$ cat src/cache_be_pkg.sv
`default_nettype none

package cache_be_pkg;

   localparam int FE_ADDR_W     = 16; // byte address on the cache side
   localparam int DATA_W        = 32; // same word on both sides
   localparam int NBYTES_W      = 2;
   localparam int WORD_OFFSET_W = 2;  // four words per line
   localparam int LINE_ADDR_W   = FE_ADDR_W - WORD_OFFSET_W - NBYTES_W;
   localparam int BE_ADDR_W     = 16; // memory port byte address

   typedef logic [FE_ADDR_W-1:0]     addr_t;
   typedef logic [LINE_ADDR_W-1:0]   line_addr_t;
   typedef logic [WORD_OFFSET_W-1:0] word_off_t;
   typedef logic [DATA_W-1:0]        data_t;
   typedef logic [DATA_W/8-1:0]      wstrb_t; // all zeros is a read

   // line refill
   typedef enum logic [1:0] {
      rd_idle,
      rd_xfer,
      rd_end
   } rd_state_t;

   // write-through buffer
   typedef enum logic {
      wr_empty,
      wr_busy
   } wr_state_t;

   // memory port owner
   typedef enum logic [1:0] {
      own_none,
      own_rd,
      own_wr
   } own_t;

endpackage

`default_nettype wire

$ cat src/cache_be_arbiter.sv
`timescale 1ns/1ps
`default_nettype none

module cache_be_arbiter import cache_be_pkg::*; (
   input  wire                  clk_i,
   input  wire                  arst_i,

   // read channel
   input  wire                  rd_valid_i,
   input  addr_t                rd_addr_i,
   input  wire                  rd_busy_i,
   output logic                 rd_ready_o,
   output logic                 rd_rvalid_o,

   // write channel
   input  wire                  wr_valid_i,
   input  addr_t                wr_addr_i,
   input  data_t                wr_wdata_i,
   input  wstrb_t               wr_wstrb_i,
   output logic                 wr_ready_o,

   // memory port
   output logic                 be_valid_o,
   output logic [BE_ADDR_W-1:0] be_addr_o,
   output data_t                be_wdata_o,
   output wstrb_t               be_wstrb_o,
   input  wire                  be_ready_i,
   input  wire                  be_rvalid_i
);

   own_t own_q;
   own_t own_d;
   own_t sel;

   // owner this cycle, a locked owner keeps the port
   always_comb begin
      case (own_q)
         own_rd: sel = own_rd;
         own_wr: sel = own_wr;
         default: begin
            if (wr_valid_i) begin
               sel = own_wr; // write wins a tie so refills see it
            end else if (rd_valid_i) begin
               sel = own_rd;
            end else begin
               sel = own_none;
            end
         end
      endcase
   end

   always_comb begin
      case (sel)
         own_rd:  own_d = rd_busy_i ? own_rd : own_none; // hold for the whole line
         own_wr:  own_d = (wr_valid_i && !be_ready_i) ? own_wr : own_none;
         default: own_d = own_none;
      endcase
   end

   always_ff @(posedge clk_i or posedge arst_i) begin
      if (arst_i) begin
         own_q <= own_none;
      end else begin
         own_q <= own_d;
      end
   end

   always_comb begin
      be_valid_o = 1'b0;
      be_addr_o  = BE_ADDR_W'(rd_addr_i);
      be_wdata_o = '0;
      be_wstrb_o = '0; // zero strobe makes it a read
      case (sel)
         own_rd: be_valid_o = rd_valid_i;
         own_wr: begin
            be_valid_o = wr_valid_i;
            be_addr_o  = BE_ADDR_W'(wr_addr_i);
            be_wdata_o = wr_wdata_i;
            be_wstrb_o = wr_wstrb_i;
         end
         default: be_valid_o = 1'b0;
      endcase
   end

   // an idle port is offered to the read side so it can start a line
   assign rd_ready_o  = be_ready_i & (sel != own_wr);
   assign rd_rvalid_o = be_rvalid_i & (sel == own_rd);
   assign wr_ready_o  = be_ready_i & (sel == own_wr);

endmodule

`default_nettype wire

$ cat config.mk
export PLATFORM = sky130hd
export DESIGN_NAME = cache_be_arbiter
export DESIGN_NICKNAME = d
export VERILOG_FILES = /design/src/cache_be_pkg.sv /design/src/cache_be_arbiter.sv
export SDC_FILE = /design/constraint.sdc
export NUM_CORES = 1
export LEC_CHECK = 0
export BUFFER_PORTS_ARGS = -buffer_cell sky130_fd_sc_hd__buf_4
export CAP_MARGIN = 30
export CELL_PAD_IN_SITES_DETAIL_PLACEMENT = 1
export CELL_PAD_IN_SITES_GLOBAL_PLACEMENT = 1
export CORE_MARGIN = 8
export CORE_UTILIZATION = 16
export CTS_BUF_LIST = sky130_fd_sc_hd__clkbuf_16
export CTS_CLUSTER_SIZE = 20
export DETAILED_ROUTE_END_ITERATION = 6
export PLACE_DENSITY = 0.83
export SYNTH_ARGS = -nofsm -noshare
export SYNTH_HDL_FRONTEND = slang
export SYNTH_SLANG_ARGS = --single-unit
$ cat constraint.sdc
create_clock -name clk_i -period 5.5 [get_ports clk_i]
set_input_delay 0.825 -clock clk_i [delete_from_list [all_inputs] [get_ports clk_i]]
set_output_delay 0.825 -clock clk_i [all_outputs]
set_load 0.01 [all_outputs]
==> results.sh <==
export IMPL_drive_gt1_share_pct=72.6
export IMPL_path_max_fanout=55
export IMPL_cts_tree="yes"
export IMPL_yosysTopAreaCell="and2_1"
export IMPL_cts_sinks=2
export IMPL_ir_drop_mv=0.175
export IMPL_finalWirelength_um=4200
export IMPL_synthTopCellsByArea="and2_1 (35%), mux2_4 (24%), mux2_2 (9.7%)"
export IMPL_grt_antenna_before_repair=0
export IMPL_leakagePower_nw=0.975
export IMPL_worstReg2RegEnd="own_q[1]"
export IMPL_crit_slowest_cell="ha_2"
export IMPL_outcome="complete, no violations"
export IMPL_top_layer="met3"
export IMPL_worst_path_dominant_cell_family="adder cells"
export IMPL_wl_per_cell_um=16.2
export IMPL_maxCapViolCount=0
export IMPL_yosysSeqAreaShare_pct=7.18
export IMPL_die_h_um=82
export IMPL_powerDensity_mw_per_mm2=161
export IMPL_largest_register_ffs=2
export IMPL_max_slew_margin_pct=35.6
export IMPL_io_buffers=130
export IMPL_fin_setup_tns_ns=0
export IMPL_grt_pass1_vias=1179
export IMPL_hpwl_um=3750
export IMPL_finalSetupViolCount=0
export IMPL_rsz0062_at_grt="false"
export IMPL_nets=289
export IMPL_clk_pin_slew_ns=0.03
export IMPL_syn_num_nets=160
export IMPL_htreeDepth=1
export IMPL_synth_seq_cells=2
export IMPL_insertion_delay_ns=0.22
export IMPL_final_common_cell="buf_4"
export IMPL_yosysUniqueCellTypes=16
export IMPL_drc=0
export IMPL_top_register="own_q"
export IMPL_postCtsSetupRepairBufs=0
export IMPL_vias=1054
export IMPL_design_area_mm2=0.00176
export IMPL_period_needed_ns=3.44
export IMPL_critical_path_most_common_cell="mux2_2"
export IMPL_critPathCaptureType="output pin"
export IMPL_layout_common_cells="buf_4 (130), and2_1 (39), mux2_4 (11), mux2_2 (6), inv_1 (5)"
export IMPL_start_util_pct=16.3
export IMPL_fin_worst_skew_ns=0.0000660
export IMPL_hold_path_class="primary input to asynchronous set/reset pin"
export IMPL_grt_pass1_wl_um=5730
export IMPL_path_cells="inv_1 > ha_1 > mux2_2 > ha_2 > mux2_2 > buf_4"
export IMPL_fmax_mhz=291
export IMPL_grt_max_degree=56
export IMPL_fillers=521
export IMPL_rows=24
export IMPL_core_mm2=0.00426
export IMPL_cp_data_required_time_ns=4.68
export IMPL_ios=131
export IMPL_crit_type="flip-flop to output pin"
export IMPL_startpoint_type="flip-flop"
export IMPL_final_cells=260
export IMPL_worst_path_buf_inv=2
export IMPL_cpPeakStageDelay_ns=0.82
export IMPL_cts_resized=0
export IMPL_synthCells=81
export IMPL_drtPass1Iterations=2
export IMPL_die_x_um=82
export IMPL_wl_met3_um=696
export IMPL_tightest_slew_ns=0.966
export IMPL_reg2reg_slack_ns=3.25
export IMPL_dieArea_mm2=0.00672
export IMPL_cts_hold_buf=0
export IMPL_cts_buffer_depth=2
export IMPL_grt_overflow_total=0
export IMPL_avgSynthCellArea_um2=8.60
export IMPL_drt_initial_drc_count=8
export IMPL_synth_area_um2=697
export IMPL_drt_vias_per_instance=4.05
export IMPL_maxSlewViolCount=0
export IMPL_netlist_area_leader_share_pct=35.0
export IMPL_track_usage_pct=10.9
export IMPL_wl_met2_um=2120
export IMPL_cts_root_buffer="clkbuf_16"
export IMPL_m1WireLength_um=1380
export IMPL_largestRegisters="own_q: 2 flops"
export IMPL_place_inst=257
export IMPL_ff2ff_path_depth=6
export IMPL_antenna_left=0
export IMPL_yosys_warnings=0
export IMPL_r2r_start="own_q[0]"
export IMPL_areaGrowthSynthToFinish_pct=152
export IMPL_place_area_mm2=0.00168
export IMPL_cts_made_buffers=3
export IMPL_fin_crit_sh_pct=62.5
export IMPL_final_hold_viol_count=0
export IMPL_gp_congestion=0.692
export IMPL_diodes=0
export IMPL_worstPathArrival_ns=2.61
[how the worst max path moves through the flow]
stage,start,end,cells after the start
5_1_grt,own_q[0],be_addr_o[15],7
3_3_place_gp,rd_valid_i,be_addr_o[1],6
6_report,own_q[0],be_addr_o[2],6
3_5_place_dp,wr_valid_i,be_addr_o[2],6
2_1_floorplan,wr_valid_i,be_addr_o[10],6
4_1_cts,own_q[0],be_addr_o[2],6
[cell type report]
class / count / area [um2] / share of cell area (%)
Clock buffer: 3 / 75.1 / 4.27
Tap cell: 52 / 65.1 / 3.70
Inverter: 5 / 18.8 / 1.07
Multi-Input combinational cell: 68 / 573 / 32.6
Timing Repair Buffer: 130 / 976 / 55.5
Sequential cell: 2 / 50.0 / 2.85
[worst reg2reg max path: stages, from the launching register on]
cell	delay, ns
dfrtp_1	0.35
inv_1	0.05
ha_1	0.33
mux2_2	0.25
ha_2	0.82
nand2_1	0.16
nor3_1	0.19
[metrics by stage]
| stage | util (%) | worst slack [ns] | power, W | hold slack (ns) |
|---|---|---|---|---|
| 2_1_floorplan | - | 2.82 | 0.0000870 | 0.566 |
| 5_1_grt | 41.2 | 1.90 | 0.000299 | 0.467 |
| 3_3_place_gp | 39.5 | 2.10 | 0.000174 | 0.686 |
| 4_1_cts | 41.2 | 2.01 | 0.000289 | 0.461 |
| 3_5_place_dp | 39.5 | 2.07 | 0.000178 | 0.690 |
| 6_report | 41.2 | 2.06 | 0.000283 | 0.461 |
[power breakdown]
part | internal, W | switching (W)
combinational | 0.0000992 | 0.0000592
clock | 0.0000925 | 0.0000161
sequential | 0.0000153 | 0.000000286
[cells by family after synthesis]
| logic type | share of synthesized area (%) |
|---|---|
| AO/OA/AOI/OAI | 2.51 |
| adder cells (fa/ha/maj) | 7.18 |
| buffers and inverters | 11.0 |
| flip-flops | 7.18 |
| multiplexers | 33.4 |
| AND/OR/NAND/NOR | 38.8 |
[layer usage]
metal	track usage (%)	vias up
li1	-	510
met1	10.8	463
met2	20.8	81
met3	4.60	0
met4	2.11	0
met5	0	-
[synth_stat cells]
library cell	instances
dfrtp_1	2
ha_1	4
mux2_4	11
buf_12	1
mux2_2	6
o21a_1	1
nand3b_1	1
o21ai_0	1
and2_1	39
nor2b_1	1
buf_2	3
nand2_1	2
nor3_1	1
inv_1	5
buf_6	2
a21oi_1	1
No activity file was read; power rests on OpenSTA's default activity.
