File: src/cache_be_pkg.sv
`default_nettype none

package cache_be_pkg;

   localparam int FE_ADDR_W     = 16; // byte address on the cache side
   localparam int DATA_W        = 32; // same word on both sides
   localparam int NBYTES_W      = 2;
   localparam int WORD_OFFSET_W = 2;  // four words per line
   localparam int LINE_ADDR_W   = FE_ADDR_W - WORD_OFFSET_W - NBYTES_W;
   localparam int BE_ADDR_W     = 16; // memory port byte address

   typedef logic [FE_ADDR_W-1:0]     addr_t;
   typedef logic [LINE_ADDR_W-1:0]   line_addr_t;
   typedef logic [WORD_OFFSET_W-1:0] word_off_t;
   typedef logic [DATA_W-1:0]        data_t;
   typedef logic [DATA_W/8-1:0]      wstrb_t; // all zeros is a read

   // line refill
   typedef enum logic [1:0] {
      rd_idle,
      rd_xfer,
      rd_end
   } rd_state_t;

   // write-through buffer
   typedef enum logic {
      wr_empty,
      wr_busy
   } wr_state_t;

   // memory port owner
   typedef enum logic [1:0] {
      own_none,
      own_rd,
      own_wr
   } own_t;

endpackage

`default_nettype wire

File: src/cache_read_channel.sv
`timescale 1ns/1ps
`default_nettype none

module cache_read_channel import cache_be_pkg::*; (
   input  wire        clk_i,
   input  wire        arst_i,

   // line request from the controller
   input  wire        read_valid_i,
   input  line_addr_t read_addr_i,

   // word strobes back to the controller
   output logic       read_valid_o,
   output word_off_t  read_addr_o,
   output logic       rd_busy_o,

   // towards the arbiter
   output logic       be_valid_o,
   output addr_t      be_addr_o,
   input  wire        be_ready_i,
   input  wire        be_rvalid_i
);

   rd_state_t state_q;
   word_off_t word_q;    // offset of the next word to come back
   word_off_t word_cnt;
   logic      last_word;

   assign rd_busy_o = (state_q != rd_idle);

   // offset 3 is returning now
   assign last_word = be_rvalid_i & (&word_q);

   // line address, word offset, zero byte bits
   assign be_addr_o = {read_addr_i, word_cnt, {NBYTES_W{1'b0}}};

   always_comb begin
      be_valid_o   = 1'b0;
      read_valid_o = 1'b0;
      word_cnt     = '0;
      case (state_q)
         rd_xfer: begin
            be_valid_o   = ~last_word; // keep asking until the last word is back
            read_valid_o = be_rvalid_i;
            word_cnt     = word_q + word_off_t'(be_rvalid_i);
         end
         default: begin
            be_valid_o   = 1'b0;
            read_valid_o = 1'b0;
            word_cnt     = '0;
         end
      endcase
   end

   always_ff @(posedge clk_i or posedge arst_i) begin
      if (arst_i) begin
         state_q <= rd_idle;
         word_q  <= '0;
      end else begin
         word_q <= word_cnt;
         case (state_q)
            rd_idle: begin
               if (read_valid_i && be_ready_i) begin
                  state_q <= rd_xfer;
               end
            end
            rd_xfer: begin
               if (last_word) begin
                  state_q <= rd_end;
               end
            end
            rd_end: begin
               state_q <= rd_idle; // one cycle to let the caller drop its request
            end
            default: begin
               state_q <= rd_idle;
            end
         endcase
      end
   end

   // offset of the word just strobed, visible the cycle after
   always_ff @(posedge clk_i or posedge arst_i) begin
      if (arst_i) begin
         read_addr_o <= '0;
      end else if (read_valid_o) begin
         read_addr_o <= word_q;
      end
   end

endmodule

`default_nettype wire

File: config.mk
export PLATFORM = sky130hd
export DESIGN_NAME = cache_read_channel
export DESIGN_NICKNAME = d
export VERILOG_FILES = /design/src/cache_be_pkg.sv /design/src/cache_read_channel.sv
export SDC_FILE = /design/constraint.sdc
export NUM_CORES = 1
export LEC_CHECK = 0
export BUFFER_PORTS_ARGS = -buffer_cell sky130_fd_sc_hd__buf_2
export CAP_MARGIN = 10
export CORE_AREA = 2 2 39 41
export DETAILED_ROUTE_END_ITERATION = 6
export DIE_AREA = 0 0 41 43
export GPL_ROUTABILITY_DRIVEN = 0
export PLACE_DENSITY = 0.68
export SETUP_SLACK_MARGIN = 0.5
export SYNTH_ARGS = -nofsm -noshare
export SYNTH_HDL_FRONTEND = slang
export SYNTH_SLANG_ARGS = --single-unit
File: constraint.sdc
create_clock -name clk_i -period 1.1 [get_ports clk_i]
set_input_delay 0.22 -clock clk_i [delete_from_list [all_inputs] [get_ports clk_i]]
set_output_delay 0.22 -clock clk_i [all_outputs]
set_load 0.01 [all_outputs]
==> flow_metrics.env, run 1 <==
export IMPL_post_synthesis_cell_type_count=16
export IMPL_failed_checks="hold timing, setup timing"
export IMPL_net_switching_share_of_the_total_power_pct=35.8
export IMPL_final_core_util_pct=37.2
export IMPL_critical_path_required_ns=0.88
export IMPL_antenna_found_initial=0
export IMPL_pwr_share_comb_pct=58.5
export IMPL_pwr_share_clk_pct=14.4
export IMPL_cts_tree="done"
export IMPL_synth_top_cells_by_area="sky130_fd_sc_hd__dfrtp_1 38%, sky130_fd_sc_hd__buf_4 27%, sky130_fd_sc_hd__mux2_4 7.6%"
export IMPL_totalPowerFinal_w=0.00145
export IMPL_final_setup_skew_ns=0.00223
export IMPL_floorplan_core_area_mm2=0.00138
export IMPL_postSynthCellCount=39
export IMPL_run_status="finished, violations left"
export IMPL_cp_end_kind="primary output"
export IMPL_final_layout_size_suffix_gt1_share_pct=70.2
export IMPL_final_hold_viol_count=6
export IMPL_timing_critical_path_from="word_q[0]"
export IMPL_power_density_cell_area_mw_per_mm2=2830
export IMPL_starting_density_of_the_core_pct=28.5
export IMPL_fin_ws_ns=-0.296
export IMPL_insertion_delay_ns=0.25
export IMPL_seq_power_share_pct=27.1
export IMPL_wl_per_cell_um=10.5
export IMPL_die_w_um=41
export IMPL_power_report_internal_total_w=0.000933
export IMPL_critical_path_reg2reg_endpoint="read_addr_o[1]"
export IMPL_netlist_top_cell_by_area="sky130_fd_sc_hd__dfrtp_1"
export IMPL_antenna_cells=0
export IMPL_worstSetupEndpoint="be_addr_o[3]"
export IMPL_ant_nets=0
export IMPL_grt_start_max_net_pins=7
export IMPL_vdd_ir_drop_max_uv=1410
export IMPL_max_cap_violations=0
export IMPL_grt_total_usage_pct=9.83
export IMPL_clockRootBuffer="sky130_fd_sc_hd__clkbuf_4"
export IMPL_synth_top_area_share_pct=38.1
export IMPL_number_of_flops_mapped_to_enable_cells_by_yosys=0
export IMPL_regToRegStartpoint="state_q[1]"
export IMPL_cts_buffer_depth=2
export IMPL_setup_violations=7
export IMPL_hold_slack_ns=-0.132
export IMPL_dp_hpwl_um=486
export IMPL_fmax_ghz=0.717
export IMPL_numClockSinks=6
export IMPL_worst_r2r_setup_slack_ns=-0.10
export IMPL_finalMaxSlewViolations=0
export IMPL_areaGrowthSynthToFinish_pct=30.5
export IMPL_floorplan_io_pins=38
export IMPL_grt_pass1_vias=240
export IMPL_synth_cells_most_frequent="14 x sky130_fd_sc_hd__buf_4, 6 x sky130_fd_sc_hd__dfrtp_1, 3 x sky130_fd_sc_hd__inv_1, 3 x sky130_fd_sc_hd__nor2_1, 2 x sky130_fd_sc_hd__mux2_4"
export IMPL_globalRoute_totalOverflow=0
export IMPL_clkTransAtPathRegs_ns=0.05
export IMPL_die_h_um=43
export IMPL_register_bit_count_reported_by_yosys=6
export IMPL_firstDrtPassIters=1
export IMPL_die_area_mm2=0.00176
export IMPL_leakage_nw=0.262
export IMPL_synth_warnings=0
export IMPL_vias_per_cell=4.11
export IMPL_worst_r2r_cell_count=4
export IMPL_synth_ff_type="sky130_fd_sc_hd__dfrtp_1"
export IMPL_totalWireLength_um=660
export IMPL_worst_hold_path_type="input pin to async pin"
export IMPL_num_vias=259
export IMPL_final_critical_period_ns=1.40
export IMPL_synth_area_um2=394
export IMPL_placementRows=14
export IMPL_switchingPower_w=0.000521
export IMPL_io_buffers=11
export IMPL_largest_fanout_on_the_critical_path=2
export IMPL_grt_first_pass_wirelength_mm=1.03
export IMPL_final_fill_count=143
export IMPL_tritoncts_num_buffers=3
export IMPL_layout_worst_path_cycle_share_pct=127
export IMPL_asyncSetResetFlopFracSynth_pct=100
export IMPL_final_nets=67
export IMPL_worst_endpoint_arrival_ns=1.18
export IMPL_yosysMostFrequentCell="sky130_fd_sc_hd__buf_4"
export IMPL_grt_setup_unrepaired="yes"
export IMPL_worst_path_class_setup="register to primary output"
export IMPL_cts_htree_levels=1
export IMPL_synth_seq_area_share_pct=38.1
export IMPL_drc=0
export IMPL_initialDrtViolationCount=0
export IMPL_setup_tns_ns=-1.35
export IMPL_synthesis_area_per_instance_um2=10.1
export IMPL_worst_setup_start_kind="register"
==> metal layers <==
metal / wire length, µm / share of wire, % / vias up / track usage [%]
li1: - / - / 126 / -
met1: 247 / 37 / 113 / 10.6
met2: 296 / 45 / 15 / 11.3
met3: 93 / 14 / 5 / 8.90
met4: 22 / 3.3 / 0 / 8.00
met5: 0 / 0 / - / 0
==> cells by family (layout without fill, tap and decap cells) <==
group           after synthesis  in the layout  synth area share [%]
mux                           2              2                  7.62
simple gates                  9              9                  15.6
flops                         6              6                  38.1
buf+inv                      17             24                  29.5
fa+ha+maj                     1              1                  3.17
compound gates                2              2                  2.86
xor+xnor                      1              1                  2.22
other cells                   1              2                 0.951
==> power groups by stage <==
| stage | logic, W | registers (W) | clock network (W) |
|---|---|---|---|
| floorplan | 0.000423 | 0.000417 | 0 |
| global placement | 0.000645 | 0.000384 | 0 |
| detailed placement | 0.000654 | 0.000387 | 0 |
| CTS | 0.000808 | 0.000390 | 0.000214 |
| global route | 0.000932 | 0.000408 | 0.000227 |
| finish | 0.000851 | 0.000394 | 0.000210 |
==> metrics by stage <==
step / cell area (µm²) / cells / worst slack (ns)
6_report: 514 / 63 / -0.296
5_1_grt: 514 / 63 / -0.370
4_1_cts: 493 / 63 / -0.303
3_5_place_dp: 420 / 57 / -0.0513
3_3_place_gp: 420 / 57 / -0.0433
2_1_floorplan: 420 / 40 / 0.0219
==> cell type report <==
cell class,count,area [µm²],share of cell area [%]
Clock buffer,3,22.5,4.38
Inverter,3,11.3,2.19
Multi-Input combinational cell,17,176,34.3
Sequential cell,6,150,29.2
Tap cell,16,20.0,3.89
Timing Repair Buffer,18,134,26.0
==> state kept, by name (all words and copies together) (netlist names) <==
name / count
state_q: 2
word_q: 2
read_addr_o: 2
==> what timing repair did <==
action                                 4_1_cts  5_1_grt
gates cloned                                 0        0
setup endpoints to repair                   13       13
pin swaps                                    2        0
setup buffers                                3        0
endpoints found under the hold margin        6        6
resized for setup                            6        4
==> worst min-delay path by stage <==
stage | endpoint | slack [ns] | depth (start not counted)
after floorplan | read_addr_o[0] | 0.01 | 1
after global placement | word_q[1] | 0.14 | 2
after detailed placement | word_q[0] | 0.14 | 2
after CTS | word_q[0] | -0.13 | 2
after global routing | word_q[1] | -0.12 | 2
final | word_q[1] | -0.13 | 2
==> critical path: stages, from the launching register on <==
cell and delay (ns):
sky130_fd_sc_hd__dfrtp_1 0.40, sky130_fd_sc_hd__ha_4 0.17, sky130_fd_sc_hd__xnor2_2 0.12, sky130_fd_sc_hd__nor2_2 0.09
sky130_fd_sc_hd__buf_2 0.13
==> placed cells by master (no fill, tap or decap), types with 2 or more instances in the layout <==
| cell type | count |
|---|---|
| sky130_fd_sc_hd__clkbuf_4 | 3 |
| sky130_fd_sc_hd__nor2_2 | 2 |
| sky130_fd_sc_hd__buf_2 | 8 |
| sky130_fd_sc_hd__buf_4 | 5 |
| sky130_fd_sc_hd__buf_6 | 5 |
| sky130_fd_sc_hd__inv_2 | 2 |
| sky130_fd_sc_hd__dfrtp_1 | 6 |
| sky130_fd_sc_hd__mux2_4 | 2 |
| sky130_fd_sc_hd__conb_1 | 2 |
(Power assumes the default switching activity.)
==> inputs of run 2 (changes only) <==
--- a/config.mk
+++ b/config.mk
@@ -5,13 +5,12 @@
 export SDC_FILE = /design/constraint.sdc
 export NUM_CORES = 1
 export LEC_CHECK = 0
-export BUFFER_PORTS_ARGS = -buffer_cell sky130_fd_sc_hd__buf_2
 export CAP_MARGIN = 10
 export CORE_AREA = 2 2 39 41
 export DETAILED_ROUTE_END_ITERATION = 6
 export DIE_AREA = 0 0 41 43
+export DONT_BUFFER_PORTS = 1
 export GPL_ROUTABILITY_DRIVEN = 0
-export PLACE_DENSITY = 0.68
 export SETUP_SLACK_MARGIN = 0.5
 export SYNTH_ARGS = -nofsm -noshare
 export SYNTH_HDL_FRONTEND = slang
==> run 2 against run 1 <==
The flow finishes with violations (setup timing). Critical endpoint unchanged. Highest routed layer unchanged. Register-to-register slack improved by 0.08 ns. Count of clock-buffer cells in the layout unchanged. Non-clock buffer count shrank 11. Largest power group unchanged.
==> flow_metrics.env, run 2 (synthesis results as in run 1) <==
export IMPL_post_layout_nonfiller_instances=52
export IMPL_biggestRegsByFlops="read_addr_o (2), state_q (2), word_q (2)"
export IMPL_placementRows=14
export IMPL_dp_cells=45
export IMPL_antenna_found_initial=0
export IMPL_firstDrtPassIters=1
export IMPL_drc=0
export IMPL_cts_tree="done"
export IMPL_num_vias=232
export IMPL_max_cap_violations=0
export IMPL_vias_per_cell=4.46
export IMPL_layout_worst_path_cycle_share_pct=120
export IMPL_grt_total_usage_pct=10.0
export IMPL_final_fill_count=140
export IMPL_finalMaxSlewViolations=0
export IMPL_cp_end_kind="primary output"
export IMPL_floorplan_io_pins=38
export IMPL_critical_path_required_ns=0.88
export IMPL_die_area_mm2=0.00176
export IMPL_cts_buffer_depth=2
export IMPL_grt_first_pass_wirelength_mm=1.11
export IMPL_seq_power_share_pct=34.8
export IMPL_clkTransAtPathRegs_ns=0.04
export IMPL_tritoncts_num_buffers=3
export IMPL_dp_hpwl_um=465
export IMPL_clockRootBuffer="sky130_fd_sc_hd__clkbuf_4"
export IMPL_io_buffers=0
export IMPL_numClockSinks=6
export IMPL_area_of_the_multi_input_gates_um2=176
export IMPL_final_layout_size_suffix_gt1_share_pct=61.1
export IMPL_areaGrowthSynthToFinish_pct=15.2
export IMPL_die_w_um=41
export IMPL_switchingPower_w=0.000486
export IMPL_grt_setup_unrepaired="yes"
export IMPL_fmax_ghz=0.755
export IMPL_totalPowerFinal_w=0.00128
export IMPL_wl_per_cell_um=12.4
export IMPL_power_density_cell_area_mw_per_mm2=2820
export IMPL_totalWireLength_um=646
export IMPL_power_report_internal_total_w=0.000793
export IMPL_starting_density_of_the_core_pct=28.5
export IMPL_worst_endpoint_arrival_ns=1.11
export IMPL_final_setup_skew_ns=0.00299
export IMPL_floorplan_core_area_mm2=0.00138
export IMPL_cts_htree_levels=1
export IMPL_initialDrtViolationCount=0
export IMPL_final_hold_viol_count=0
export IMPL_worst_hold_path_type="input pin to register"
export IMPL_die_h_um=43
export IMPL_net_switching_share_of_the_total_power_pct=38.0
export IMPL_antenna_cells=0
export IMPL_largest_fanout_on_the_critical_path=2
export IMPL_pwr_share_comb_pct=49.5
export IMPL_final_critical_period_ns=1.33
export IMPL_failed_checks="setup timing"
export IMPL_worst_setup_start_kind="register"
export IMPL_register_area_um2=151
export IMPL_setup_violations=7
export IMPL_final_nets=56
export IMPL_globalRoute_totalOverflow=0
export IMPL_run_status="finished, violations left"
export IMPL_leakage_nw=0.210
export IMPL_fin_ws_ns=-0.225
export IMPL_worst_path_class_setup="register to primary output"
export IMPL_ant_nets=0
export IMPL_insertion_delay_ns=0.25
export IMPL_grt_pass1_vias=262
export IMPL_grt_start_max_net_pins=7
export IMPL_layout_commonest_cell="sky130_fd_sc_hd__dfrtp_1"
export IMPL_vdd_ir_drop_max_uv=1400
export IMPL_most_common_layout_cells="5 x sky130_fd_sc_hd__dfrtp_1, 4 x sky130_fd_sc_hd__buf_6, 3 x sky130_fd_sc_hd__clkbuf_4"
export IMPL_pwr_share_clk_pct=15.7
==> run 2: timing repair <==
action / in CTS / in global routing
setup buffers: 3 / 0
endpoints found under the setup margin: 13 / 13
hold endpoints to repair: 6 / 0
hold buffers: 1 / 0
cloned: 0 / 0
pin swaps: 2 / 0
gates resized for setup: 8 / 3
==> run 2: cell type report <==
type | count | share of cell area [%]
clock buffer | 3 | 4.96
inverter | 3 | 3.03
multi-input combinational | 17 | 38.8
sequential | 6 | 33.3
tap | 16 | 4.41
timing repair buffer | 7 | 15.4
==> run 2: per-stage QoR <==
step                      cell area, µm²  setup WS [ns]  util [%]  setup TNS [ns]  hold slack, ns
after floorplan                      420         0.0219         -               0          0.0110
after global placement               358        0.00239      25.9               0          0.0345
after detailed placement             358        0.00915      25.9               0          0.0371
after CTS                            442         -0.236      31.9          -0.813           0.177
after global routing                 454         -0.295      32.8           -1.15           0.202
final                                454         -0.225      32.8          -0.817           0.201
==> run 2: worst max-delay path, cell delays in order (launching register included) <==
cell and delay, ns:
sky130_fd_sc_hd__dfrtp_1 0.40, sky130_fd_sc_hd__ha_4 0.17, sky130_fd_sc_hd__xnor2_1 0.12, sky130_fd_sc_hd__nor2_2 0.17
==> run 2: layer usage <==
metal / up-vias / GRT usage, % / wire length, µm / part of all wire (%)
met3: 4 / 8.38 / 91 / 14
li1: 104 / - / - / -
met1: 113 / 10.6 / 219 / 34
met4: 0 / 8.00 / 10 / 1.5
met2: 11 / 12.2 / 324 / 50
met5: - / 0 / 0 / 0
==> run 2: final timing paths <==
kind                                        to       start  slack [ns]  depth (start not counted)
worst max-delay path              be_addr_o[3]   word_q[0]       -0.23                          3
worst min-delay path                state_q[0]  be_ready_i        0.20                          2
worst max register to register  read_addr_o[1]  state_q[1]       -0.02                          3
worst min register to register      state_q[0]  state_q[1]        0.55                          2
max in group asynchronous           state_q[0]      arst_i        0.58                          2
min in group asynchronous       read_addr_o[1]      arst_i        0.32                          2
==> run 2: power groups by stage <==
stage | clock [W] | combinational, W | sequential (W)
after detailed placement | 0 | 0.000485 | 0.000437
after global placement | 0 | 0.000483 | 0.000436
after global routing | 0.000228 | 0.000694 | 0.000462
after CTS | 0.000210 | 0.000608 | 0.000448
final | 0.000201 | 0.000633 | 0.000444
after floorplan | 0 | 0.000423 | 0.000417
