`src/cache_be_pkg.sv`:
```
`default_nettype none

package cache_be_pkg;

   localparam int FE_ADDR_W     = 16; // byte address on the cache side
   localparam int DATA_W        = 32; // same word on both sides
   localparam int NBYTES_W      = 2;
   localparam int WORD_OFFSET_W = 2;  // four words per line
   localparam int LINE_ADDR_W   = FE_ADDR_W - WORD_OFFSET_W - NBYTES_W;
   localparam int BE_ADDR_W     = 16; // memory port byte address

   typedef logic [FE_ADDR_W-1:0]     addr_t;
   typedef logic [LINE_ADDR_W-1:0]   line_addr_t;
   typedef logic [WORD_OFFSET_W-1:0] word_off_t;
   typedef logic [DATA_W-1:0]        data_t;
   typedef logic [DATA_W/8-1:0]      wstrb_t; // all zeros is a read

   // line refill
   typedef enum logic [1:0] {
      rd_idle,
      rd_xfer,
      rd_end
   } rd_state_t;

   // write-through buffer
   typedef enum logic {
      wr_empty,
      wr_busy
   } wr_state_t;

   // memory port owner
   typedef enum logic [1:0] {
      own_none,
      own_rd,
      own_wr
   } own_t;

endpackage

`default_nettype wire

```
`src/cache_write_channel.sv`:
```
`timescale 1ns/1ps
`default_nettype none

module cache_write_channel import cache_be_pkg::*; (
   input  wire    clk_i,
   input  wire    arst_i,

   // write-through word from the controller
   input  wire    write_valid_i,
   input  addr_t  write_addr_i,
   input  data_t  write_wdata_i,
   input  wstrb_t write_wstrb_i,
   output logic   write_ready_o,

   // towards the arbiter
   output logic   be_valid_o,
   output addr_t  be_addr_o,
   output data_t  be_wdata_o,
   output wstrb_t be_wstrb_o,
   input  wire    be_ready_i
);

   wr_state_t state_q;
   addr_t     addr_q;
   data_t     wdata_q;
   wstrb_t    wstrb_q;
   logic      accept;

   assign write_ready_o = (state_q == wr_empty);

   // a word with no byte enabled changes nothing, so it is dropped
   assign accept = write_ready_o & write_valid_i & (|write_wstrb_i);

   assign be_valid_o = (state_q == wr_busy);
   assign be_addr_o  = addr_q;
   assign be_wdata_o = wdata_q;
   assign be_wstrb_o = wstrb_q;

   always_ff @(posedge clk_i or posedge arst_i) begin
      if (arst_i) begin
         state_q <= wr_empty;
      end else begin
         case (state_q)
            wr_empty: begin
               if (accept) begin
                  state_q <= wr_busy;
               end
            end
            wr_busy: begin
               if (be_ready_i) begin
                  state_q <= wr_empty; // taken by memory, buffer frees next cycle
               end
            end
            default: begin
               state_q <= wr_empty;
            end
         endcase
      end
   end

   // single entry buffer
   always_ff @(posedge clk_i) begin
      if (accept) begin
         addr_q  <= {write_addr_i[FE_ADDR_W-1:NBYTES_W], {NBYTES_W{1'b0}}}; // word aligned
         wdata_q <= write_wdata_i;
         wstrb_q <= write_wstrb_i;
      end
   end

endmodule

`default_nettype wire

```
`config.mk`:
```
export PLATFORM = sky130hd
export DESIGN_NAME = cache_write_channel
export DESIGN_NICKNAME = d
export VERILOG_FILES = /design/src/cache_be_pkg.sv /design/src/cache_write_channel.sv
export SDC_FILE = /design/constraint.sdc
export NUM_CORES = 1
export LEC_CHECK = 0
export BUFFER_PORTS_ARGS = -buffer_cell sky130_fd_sc_hd__buf_4
export CAP_MARGIN = 20
export CELL_PAD_IN_SITES_DETAIL_PLACEMENT = 1
export CELL_PAD_IN_SITES_GLOBAL_PLACEMENT = 1
export CORE_MARGIN = 2
export CORE_UTILIZATION = 34
export CTS_CLUSTER_SIZE = 16
export DETAILED_ROUTE_END_ITERATION = 8
export MAX_ROUTING_LAYER = met4
export PLACE_DENSITY = 0.93
export SLEW_MARGIN = 20
export SYNTH_ARGS = -nofsm -noshare
export SYNTH_HDL_FRONTEND = slang
export SYNTH_SLANG_ARGS = --single-unit
```
`constraint.sdc`:
```
create_clock -name clk_i -period 5.1 [get_ports clk_i]
set_clock_uncertainty 0.15 [all_clocks]
set_input_delay 0 -clock clk_i [delete_from_list [all_inputs] [get_ports clk_i]]
set_output_delay 0 -clock clk_i [all_outputs]
set_load 0.02 [all_outputs]
```
==> impl_metrics.yaml, run 1 <==
logic_synthesis:
  yosysTopAreaCell: "edfxtp_1"
  ys_seq_area_frac: 0.960
  yosys_warnings: 0
  syn_inst: 60
  synth.avg_cell_area_sq_um: 26.5
  synth_cell_types: 9
  synth_area_sq_um: 1590
  yosysTopAreaCellShare: 0.944
  yosys_register_bits: 51
  synthTopCellsByArea: "edfxtp_1 94%, dfrtp_1 1.6%, nor4_4 1.3%"
global_route:
  overflow: 0
  grt_pass1_wl_microns: 7200
  grt_pass1_vias: 1415
  gr-usage-all-layers: 0.198
  grt_max_degree: 51
  antenna_found_initial: 0
min_path:
  hp-class: "input pin to flop"
  worstHoldPathCells: 2
sta:
  period_needed_ns: 1.81
  maxSlewHeadroom: 0.578
  hold_violations: 0
  fin_ws_ns: 3.29
  drv_slew: 0
  tightest_slew_ns: 0.633
  setup_viol: 0
  rsz0062_at_grt: "false"
  timing.fmax_mhz: 552
  setup-tns-final_ns: 0
  timing.final.crit_share: 0.355
  holdWs_ns: 0.266
finish:
  final_area_sq_um: 3070
  synthToLayoutAreaGrowth_pct: 93.2
  nets: 282
  drive_gt1_frac: 0.511
  antennaDiodeCount: 0
  final_common_cell: "buf_4"
  stdcell_count: 279
  layout_common_cells: "106 x buf_4, 54 x dlygate4sd3_1, 50 x edfxtp_1"
placed_design:
  placed_cell_area_sq_um: 2450
  pre_cts_ws_ns: 3.34
  place_inst: 217
  port_buffers: 105
  gp_congestion: 0.655
worst_setup_path:
  worstPathMaxFanout: 50
  crit_buf_inv: 1
  cp_top_family: "buffers and inverters"
  r2r_cells: 3
  slowest_delay_ns: 0.52
  critPathLaunchType: "flop"
  arrival_ns: 1.59
  crit_required_ns: 4.88
  path_depth: 3
  slowest_stage: "buf_4"
  path_cells: "nand2b_1 -> nor2_4 -> buf_4"
  critPathCaptureType: "flop"
  crit_type: "flop to flop"
floorplan:
  core_sq_um: 4440
  start_util: 0.358
  die_area_sq_um: 5240
  die_w_microns: 72.4
  ios: 110
  rows: 24
  fp.dieH_microns: 72.4
drt:
  drc: 0
  route.top_layer_used: "met4"
  via_per_inst: 4.31
  wl_microns: 4820
  first_iter_violations: 62
  dr_wl_met3_microns: 330
  drt-met1-wl_microns: 1690
  firstDrtPassIters: 4
  wl_met2_microns: 2760
  via_count: 1203
  drtAntennaViolNets: 0
  wl_per_cell_microns: 17.3
clock_network:
  numCtsBuffers: 5
  clock_latency_ns: 0.29
  cts_setup_buffers: 0
  path_clk_slew_ns: 0.09
  cts_tree: "built"
  htree_levels: 2
  cts_root_buf: "clkbuf_8"
  clk_path_buf_depth: 2
  cts_sinks: 51
power_and_ir_drop:
  comb_power_share: 0.198
  p_int_w: 0.000687
  p_sw_frac: 0.245
  peakVddDrop_mv: 0.195
  p_switching_w: 0.000223
  p_clk_frac: 0.241
  power_density_nw_per_um2: 296
  power.leakage_nw: 1.29
  seq_power_share: 0.561
flow_run:
  drv_cap: 0
status:
  status: "finished clean"
## metrics by stage
| stage | power (W) | utilization |
|---|---|---|
| global route | 0.000946 | 0.691 |
| finish | 0.000910 | 0.691 |
| CTS | 0.000913 | 0.691 |
| detailed placement | 0.000662 | 0.551 |
| global placement | 0.000656 | 0.551 |
| floorplan | 0.000578 | - |
## power by group through the flow
stage | Clock [W] | Sequential (W) | Combinational, W
global route | 0.000243 | 0.000513 | 0.000190
CTS | 0.000225 | 0.000510 | 0.000178
global placement | 0 | 0.000517 | 0.000139
detailed placement | 0 | 0.000519 | 0.000143
finish | 0.000219 | 0.000510 | 0.000180
floorplan | 0 | 0.000559 | 0.0000187
## synthesized netlist by cell type (all sizes together)
| cell type | instances |
|---|---|
| buf | 2 |
| conb | 1 |
| dfrtp | 1 |
| edfxtp | 50 |
| inv | 2 |
| nand2b | 1 |
| nor2 | 1 |
| nor4 | 1 |
| o22ai | 1 |
## cell families after synthesis
| group | after synthesis | share of synthesized area |
|---|---|---|
| buffers and inverters | 4 | 0.0142 |
| DFF | 51 | 0.960 |
| and+or+nand+nor | 3 | 0.0197 |
| AOI/OAI and AO/OA | 1 | 0.00394 |
| other | 1 | 0.00236 |
## layout make-up
type | count | area, sq um
clock inverter | 3 | 15.0
fill | 400 | 1370
inverter | 2 | 7.51
tap | 52 | 65.1
multi-input combinational | 6 | 52.6
timing repair buffer | 160 | 1340
sequential | 51 | 1530
clock buffer | 5 | 68.8
## worst register-to-register path: cells and delay by family, from the launching register on
kind | cells | cell delay, ns
flip-flops | 1 | 0.42
AND/OR/NAND/NOR | 2 | 0.35
buffers and inverters | 1 | 0.52
## sequential cells by signal (all words and copies together), names as in the netlist
name / cells
be_addr_o: 14
be_valid_o: 1
be_wdata_o: 32
be_wstrb_o: 4
## routing by layer
layer,vias up,GRT usage
met3,4,0.0611
met2,64,0.374
met4,0,0.0556
li1,558,-
met1,577,0.193
met5,-,-
## path summary, 6_finish.rpt
kind,slack (ns),start,end
hold reg to reg,1.04,be_valid_o,be_valid_o
max in group asynchronous,4.15,arst_i,be_valid_o
min in group asynchronous,0.56,arst_i,be_valid_o
hold / removal,0.27,write_wdata_i[28],be_wdata_o[28]
setup / recovery,3.29,be_valid_o,be_wdata_o[12]
setup reg to reg,3.29,be_valid_o,be_wdata_o[12]
## repair_timing
item | CTS | global route
resized for setup | 0 | 0
hold buffers | 54 | 0
hold endpoints to repair | 52 | 0
Power figures use the tool's default switching activity.
==> run 2, diff against run 1 <==
Settings changed: CORE_UTILIZATION 34 to 28, PLACE_DENSITY 0.93 to 0.83.
Clock period 5.1 ns to 1.61 ns, I/O delays scaled along.
==> impl_metrics.yaml, run 2 (same netlist as run 1, synthesis figures left out) <==
floorplan:
  rows: 27
  die_area_sq_um: 6300
  die_w_microns: 79.4
  core_sq_um: 5510
  start_util: 0.289
  fp.dieH_microns: 79.4
  ios: 110
clock_network:
  htree_levels: 2
  cts_root_buf: "clkbuf_8"
  cts_resized: 0
  cts_sinks: 51
  path_clk_slew_ns: 0.09
  cts_tree: "built"
  clk_path_buf_depth: 2
  numCtsBuffers: 5
  clock_latency_ns: 0.30
global_route:
  grt_pass1_wl_microns: 6810
  grt_pass1_vias: 1339
  grt_max_degree: 32
  overflow: 0
  gr-usage-all-layers: 0.154
  antenna_found_initial: 0
placed_design:
  port_buffers: 105
  gp_congestion: 0.673
  placed_cell_area_sq_um: 2500
drt:
  wl_per_cell_microns: 15.1
  drtAntennaViolNets: 0
  via_count: 1207
  wl_microns: 4550
  firstDrtPassIters: 5
  drc: 0
  via_per_inst: 4.01
  first_iter_violations: 32
sta:
  rsz0062_at_grt: "false"
  holdWs_ns: 0.125
  timing.fmax_mhz: 640
  timing.final.crit_share: 0.970
  period_needed_ns: 1.56
  drv_slew: 0
  setup-tns-final_ns: 0
  hold_violations: 0
  setup_viol: 0
worst_setup_path:
  path_cells: "dlygate4sd3_1 -> buf_4 -> nor4_4 -> o22ai_1 -> dlygate4sd3_1"
  worstPathMaxFanout: 2
  crit_type: "input pin to flop"
  crit_required_ns: 1.64
  critPathCaptureType: "flop"
  crit_top_cell: "dlygate4sd3_1"
  slowest_stage: "dlygate4sd3_1"
  arrival_ns: 1.60
  slowest_delay_ns: 0.57
  critPathLaunchType: "input pin"
  r2r_cells: 3
power_and_ir_drop:
  comb_power_share: 0.191
  p_switching_w: 0.000705
  power_w: 0.00305
  power.leakage_nw: 1.32
  seq_power_share: 0.528
  peakVddDrop_mv: 0.540
  power_density_nw_per_um2: 966
  p_sw_frac: 0.231
  p_int_w: 0.00234
  p_clk_frac: 0.281
finish:
  final_area_sq_um: 3160
  drive_gt1_frac: 0.520
  largest_reg_flops: 32
  layout_common_cells: "107 x buf_4, 54 x dlygate4sd3_1, 50 x edfxtp_1"
  final_util: 0.573
  final_common_cell: "buf_4"
  antennaDiodeCount: 0
  nets: 284
  synthToLayoutAreaGrowth_pct: 98.5
min_path:
  hp-class: "input pin to flop"
  worstHoldPathCells: 4
status:
  status: "finished clean"
flow_run:
  drv_cap: 0
run 2: cell type report:
class / instances / area (sq um)
Fill cell: 534 / 2350
Sequential cell: 51 / 1530
Inverter: 2 / 7.51
Clock inverter: 3 / 38.8
Tap cell: 72 / 90.1
Timing Repair Buffer: 162 / 1360
Multi-Input combinational cell: 6 / 60.1
Clock buffer: 5 / 68.8
run 2: timing repair:
action                     CTS  global route
setup endpoints to repair    0             1
hold buffers                54             0
buffers inserted             0             1
hold endpoints to repair    52             0
run 2: power groups by stage:
stage	Combinational, W	Clock, W	Sequential [W]
finish	0.000583	0.000856	0.00161
global route	0.000620	0.000937	0.00162
CTS	0.000579	0.000877	0.00161
detailed placement	0.000470	0	0.00164
global placement	0.000463	0	0.00164
floorplan	0.0000660	0	0.00177
run 2: through the flow:
stage                     worst slack, ns  cells
after detailed placement            0.179    238
final                              0.0484    301
after global routing               0.0271    301
after floorplan                    -0.292     61
after CTS                          0.0219    300
after global placement              0.197    238
run 2: critical path, delay by kind of cell:
| family | cells | cell delay (ns) |
|---|---|---|
| AOI/OAI and AO/OA | 1 | 0.10 |
| buffers and inverters | 3 | 1.25 |
| and+or+nand+nor | 1 | 0.24 |
run 2: routing by layer:
| layer | up-vias | GRT usage | wire length, microns |
|---|---|---|---|
| li1 | 562 | - | - |
| met1 | 568 | 0.151 | 1550 |
| met2 | 70 | 0.286 | 2540 |
| met3 | 7 | 0.0557 | 383 |
| met4 | 0 | 0.0448 | 79 |
| met5 | - | - | 0 |
run 2: path summary, 6_finish.rpt:
path,start,to,slack [ns]
max in group asynchronous,arst_i,be_valid_o,0.69
hold reg to reg,be_valid_o,be_wstrb_o[1],0.75
setup reg to reg,be_valid_o,be_valid_o,0.13
hold / removal,write_valid_i,be_wstrb_o[1],0.13
min in group asynchronous,arst_i,be_valid_o,0.52
setup / recovery,write_wstrb_i[0],be_valid_o,0.05
==> run 3, diff against run 2 <==
Settings changed: REMOVE_ABC_BUFFERS set to 1.
==> impl_metrics.yaml, run 3 (same netlist as run 1, synthesis figures left out) <==
global_route:
  antenna_found_initial: 0
  grt_pass1_vias: 1326
  overflow: 0
  gr-usage-all-layers: 0.146
  grt_pass1_wl_microns: 6580
  grt_max_degree: 27
floorplan:
  ios: 110
  fp.dieH_microns: 79.4
  core_sq_um: 5510
  die_area_sq_um: 6300
  start_util: 0.289
  die_w_microns: 79.4
  rows: 27
worst_setup_path:
  critPathCaptureType: "flop"
  timing.rr.end: "be_valid_o"
  crit_required_ns: 1.64
  r2r_cells: 3
  path_cells: "dlygate4sd3_1 -> buf_4 -> nor4_4 -> o22ai_1 -> dlygate4sd3_1"
  arrival_ns: 1.60
  worstPathMaxFanout: 2
  crit_type: "input pin to flop"
  slowest_delay_ns: 0.57
  regToRegSetupSlack_ns: 0.06
  slowest_stage: "dlygate4sd3_1"
  rr_startpoint: "be_valid_o"
  crit_top_cell: "dlygate4sd3_1"
  critPathLaunchType: "input pin"
finish:
  multi_input_area_sq_um: 52.6
  final_util: 0.573
  drive_gt1_frac: 0.509
  largest_reg_flops: 32
  layout_common_cells: "106 x buf_4, 54 x dlygate4sd3_1, 50 x edfxtp_1"
  final_common_cell: "buf_4"
  nets: 284
  n_fill_cell: 536
  antennaDiodeCount: 0
  register_area_sq_um: 1530
  synthToLayoutAreaGrowth_pct: 98.4
flow_run:
  drv_cap: 0
min_path:
  min_to: "be_wstrb_o[0]"
  min-delay-start: "write_valid_i"
  worstHoldPathCells: 4
  hp-class: "input pin to flop"
drt:
  drc: 0
  first_iter_violations: 39
  wl_per_cell_microns: 14.5
  firstDrtPassIters: 3
  via_per_inst: 4.00
  drtAntennaViolNets: 0
  via_count: 1201
  wl_microns: 4360
status:
  status: "finished clean"
clock_network:
  htree_levels: 2
  cts_root_buf: "clkbuf_8"
  cts_sinks: 51
  path_clk_slew_ns: 0.09
  numCtsBuffers: 5
  cts_tree: "built"
  cts_resized: 0
  clock_latency_ns: 0.29
  clk_path_buf_depth: 2
placed_design:
  port_buffers: 105
  gp_congestion: 0.619
  pre_cts_ws_ns: 0.179
  hpwl_microns: 2650
power_and_ir_drop:
  peakVddDrop_mv: 0.422
  power.leakage_nw: 1.31
  power_density_nw_per_um2: 962
sta:
  period_needed_ns: 1.56
  holdWs_ns: 0.181
  drv_slew: 0
  setup-tns-final_ns: 0
  hold_violations: 0
  setup_viol: 0
  fin_ws_ns: 0.0458
  timing.fmax_mhz: 639
  timing.final.crit_share: 0.972
## run 3: cell types whose count changed in the layout (fill, tap and decap cells not counted), sizes merged
cell,previous run,this run
clkinv,2,0
clkbuf,5,6
## run 3: area by class of cell
cell class                 count  share of cell area
timing repair buffer         162               0.436
inverter                       2             0.00238
clock inverter                 1             0.00952
sequential                    51               0.484
tap                           72              0.0285
clock buffer                   6              0.0230
multi-input combinational      6              0.0167
## run 3: worst max path at each step
stage | start | to | slack (ns) | cells after the start
2_1_floorplan | be_valid_o | be_addr_o[10] | -1.75 | 2
3_3_place_gp | be_valid_o | be_wdata_o[26] | 0.21 | 3
3_5_place_dp | be_valid_o | be_wdata_o[12] | 0.18 | 3
4_1_cts | write_wstrb_i[0] | be_valid_o | 0.07 | 5
5_1_grt | be_valid_o | be_valid_o | -0.001 | 3
6_report | write_wstrb_i[0] | be_valid_o | 0.05 | 5
## run 3: timing repair
item,CTS,global route
endpoints found under the hold margin,52,0
hold buffers,54,0
buffers inserted,0,1
setup endpoints to repair,0,1
## run 3: per-stage QoR
stage	power, W	std cells	instance area [sq um]
global placement	0.00210	238	2500
floorplan	0.00183	59	1580
detailed placement	0.00211	238	2500
CTS	0.00307	299	3150
global route	0.00316	300	3160
finish	0.00303	300	3160
## run 3: power by group
group          total [W]  leakage (nW)  switching (W)  internal, W
registers        0.00161         0.483      0.0000296      0.00158
logic           0.000584         0.779       0.000272     0.000312
clock network   0.000840        0.0513       0.000384     0.000456
## run 3: per-layer routing
metal	GRT usage	wire, microns	vias up
li1	-	-	563
met4	0.0362	0	0
met1	0.153	1640	564
met3	0.0455	316	0
met2	0.266	2400	74
met5	-	0	-
## run 3: critical path: cells and delay by family
kind            cells  cell delay, ns
buf+inv             3            1.26
simple gates        1            0.23
compound gates      1            0.11
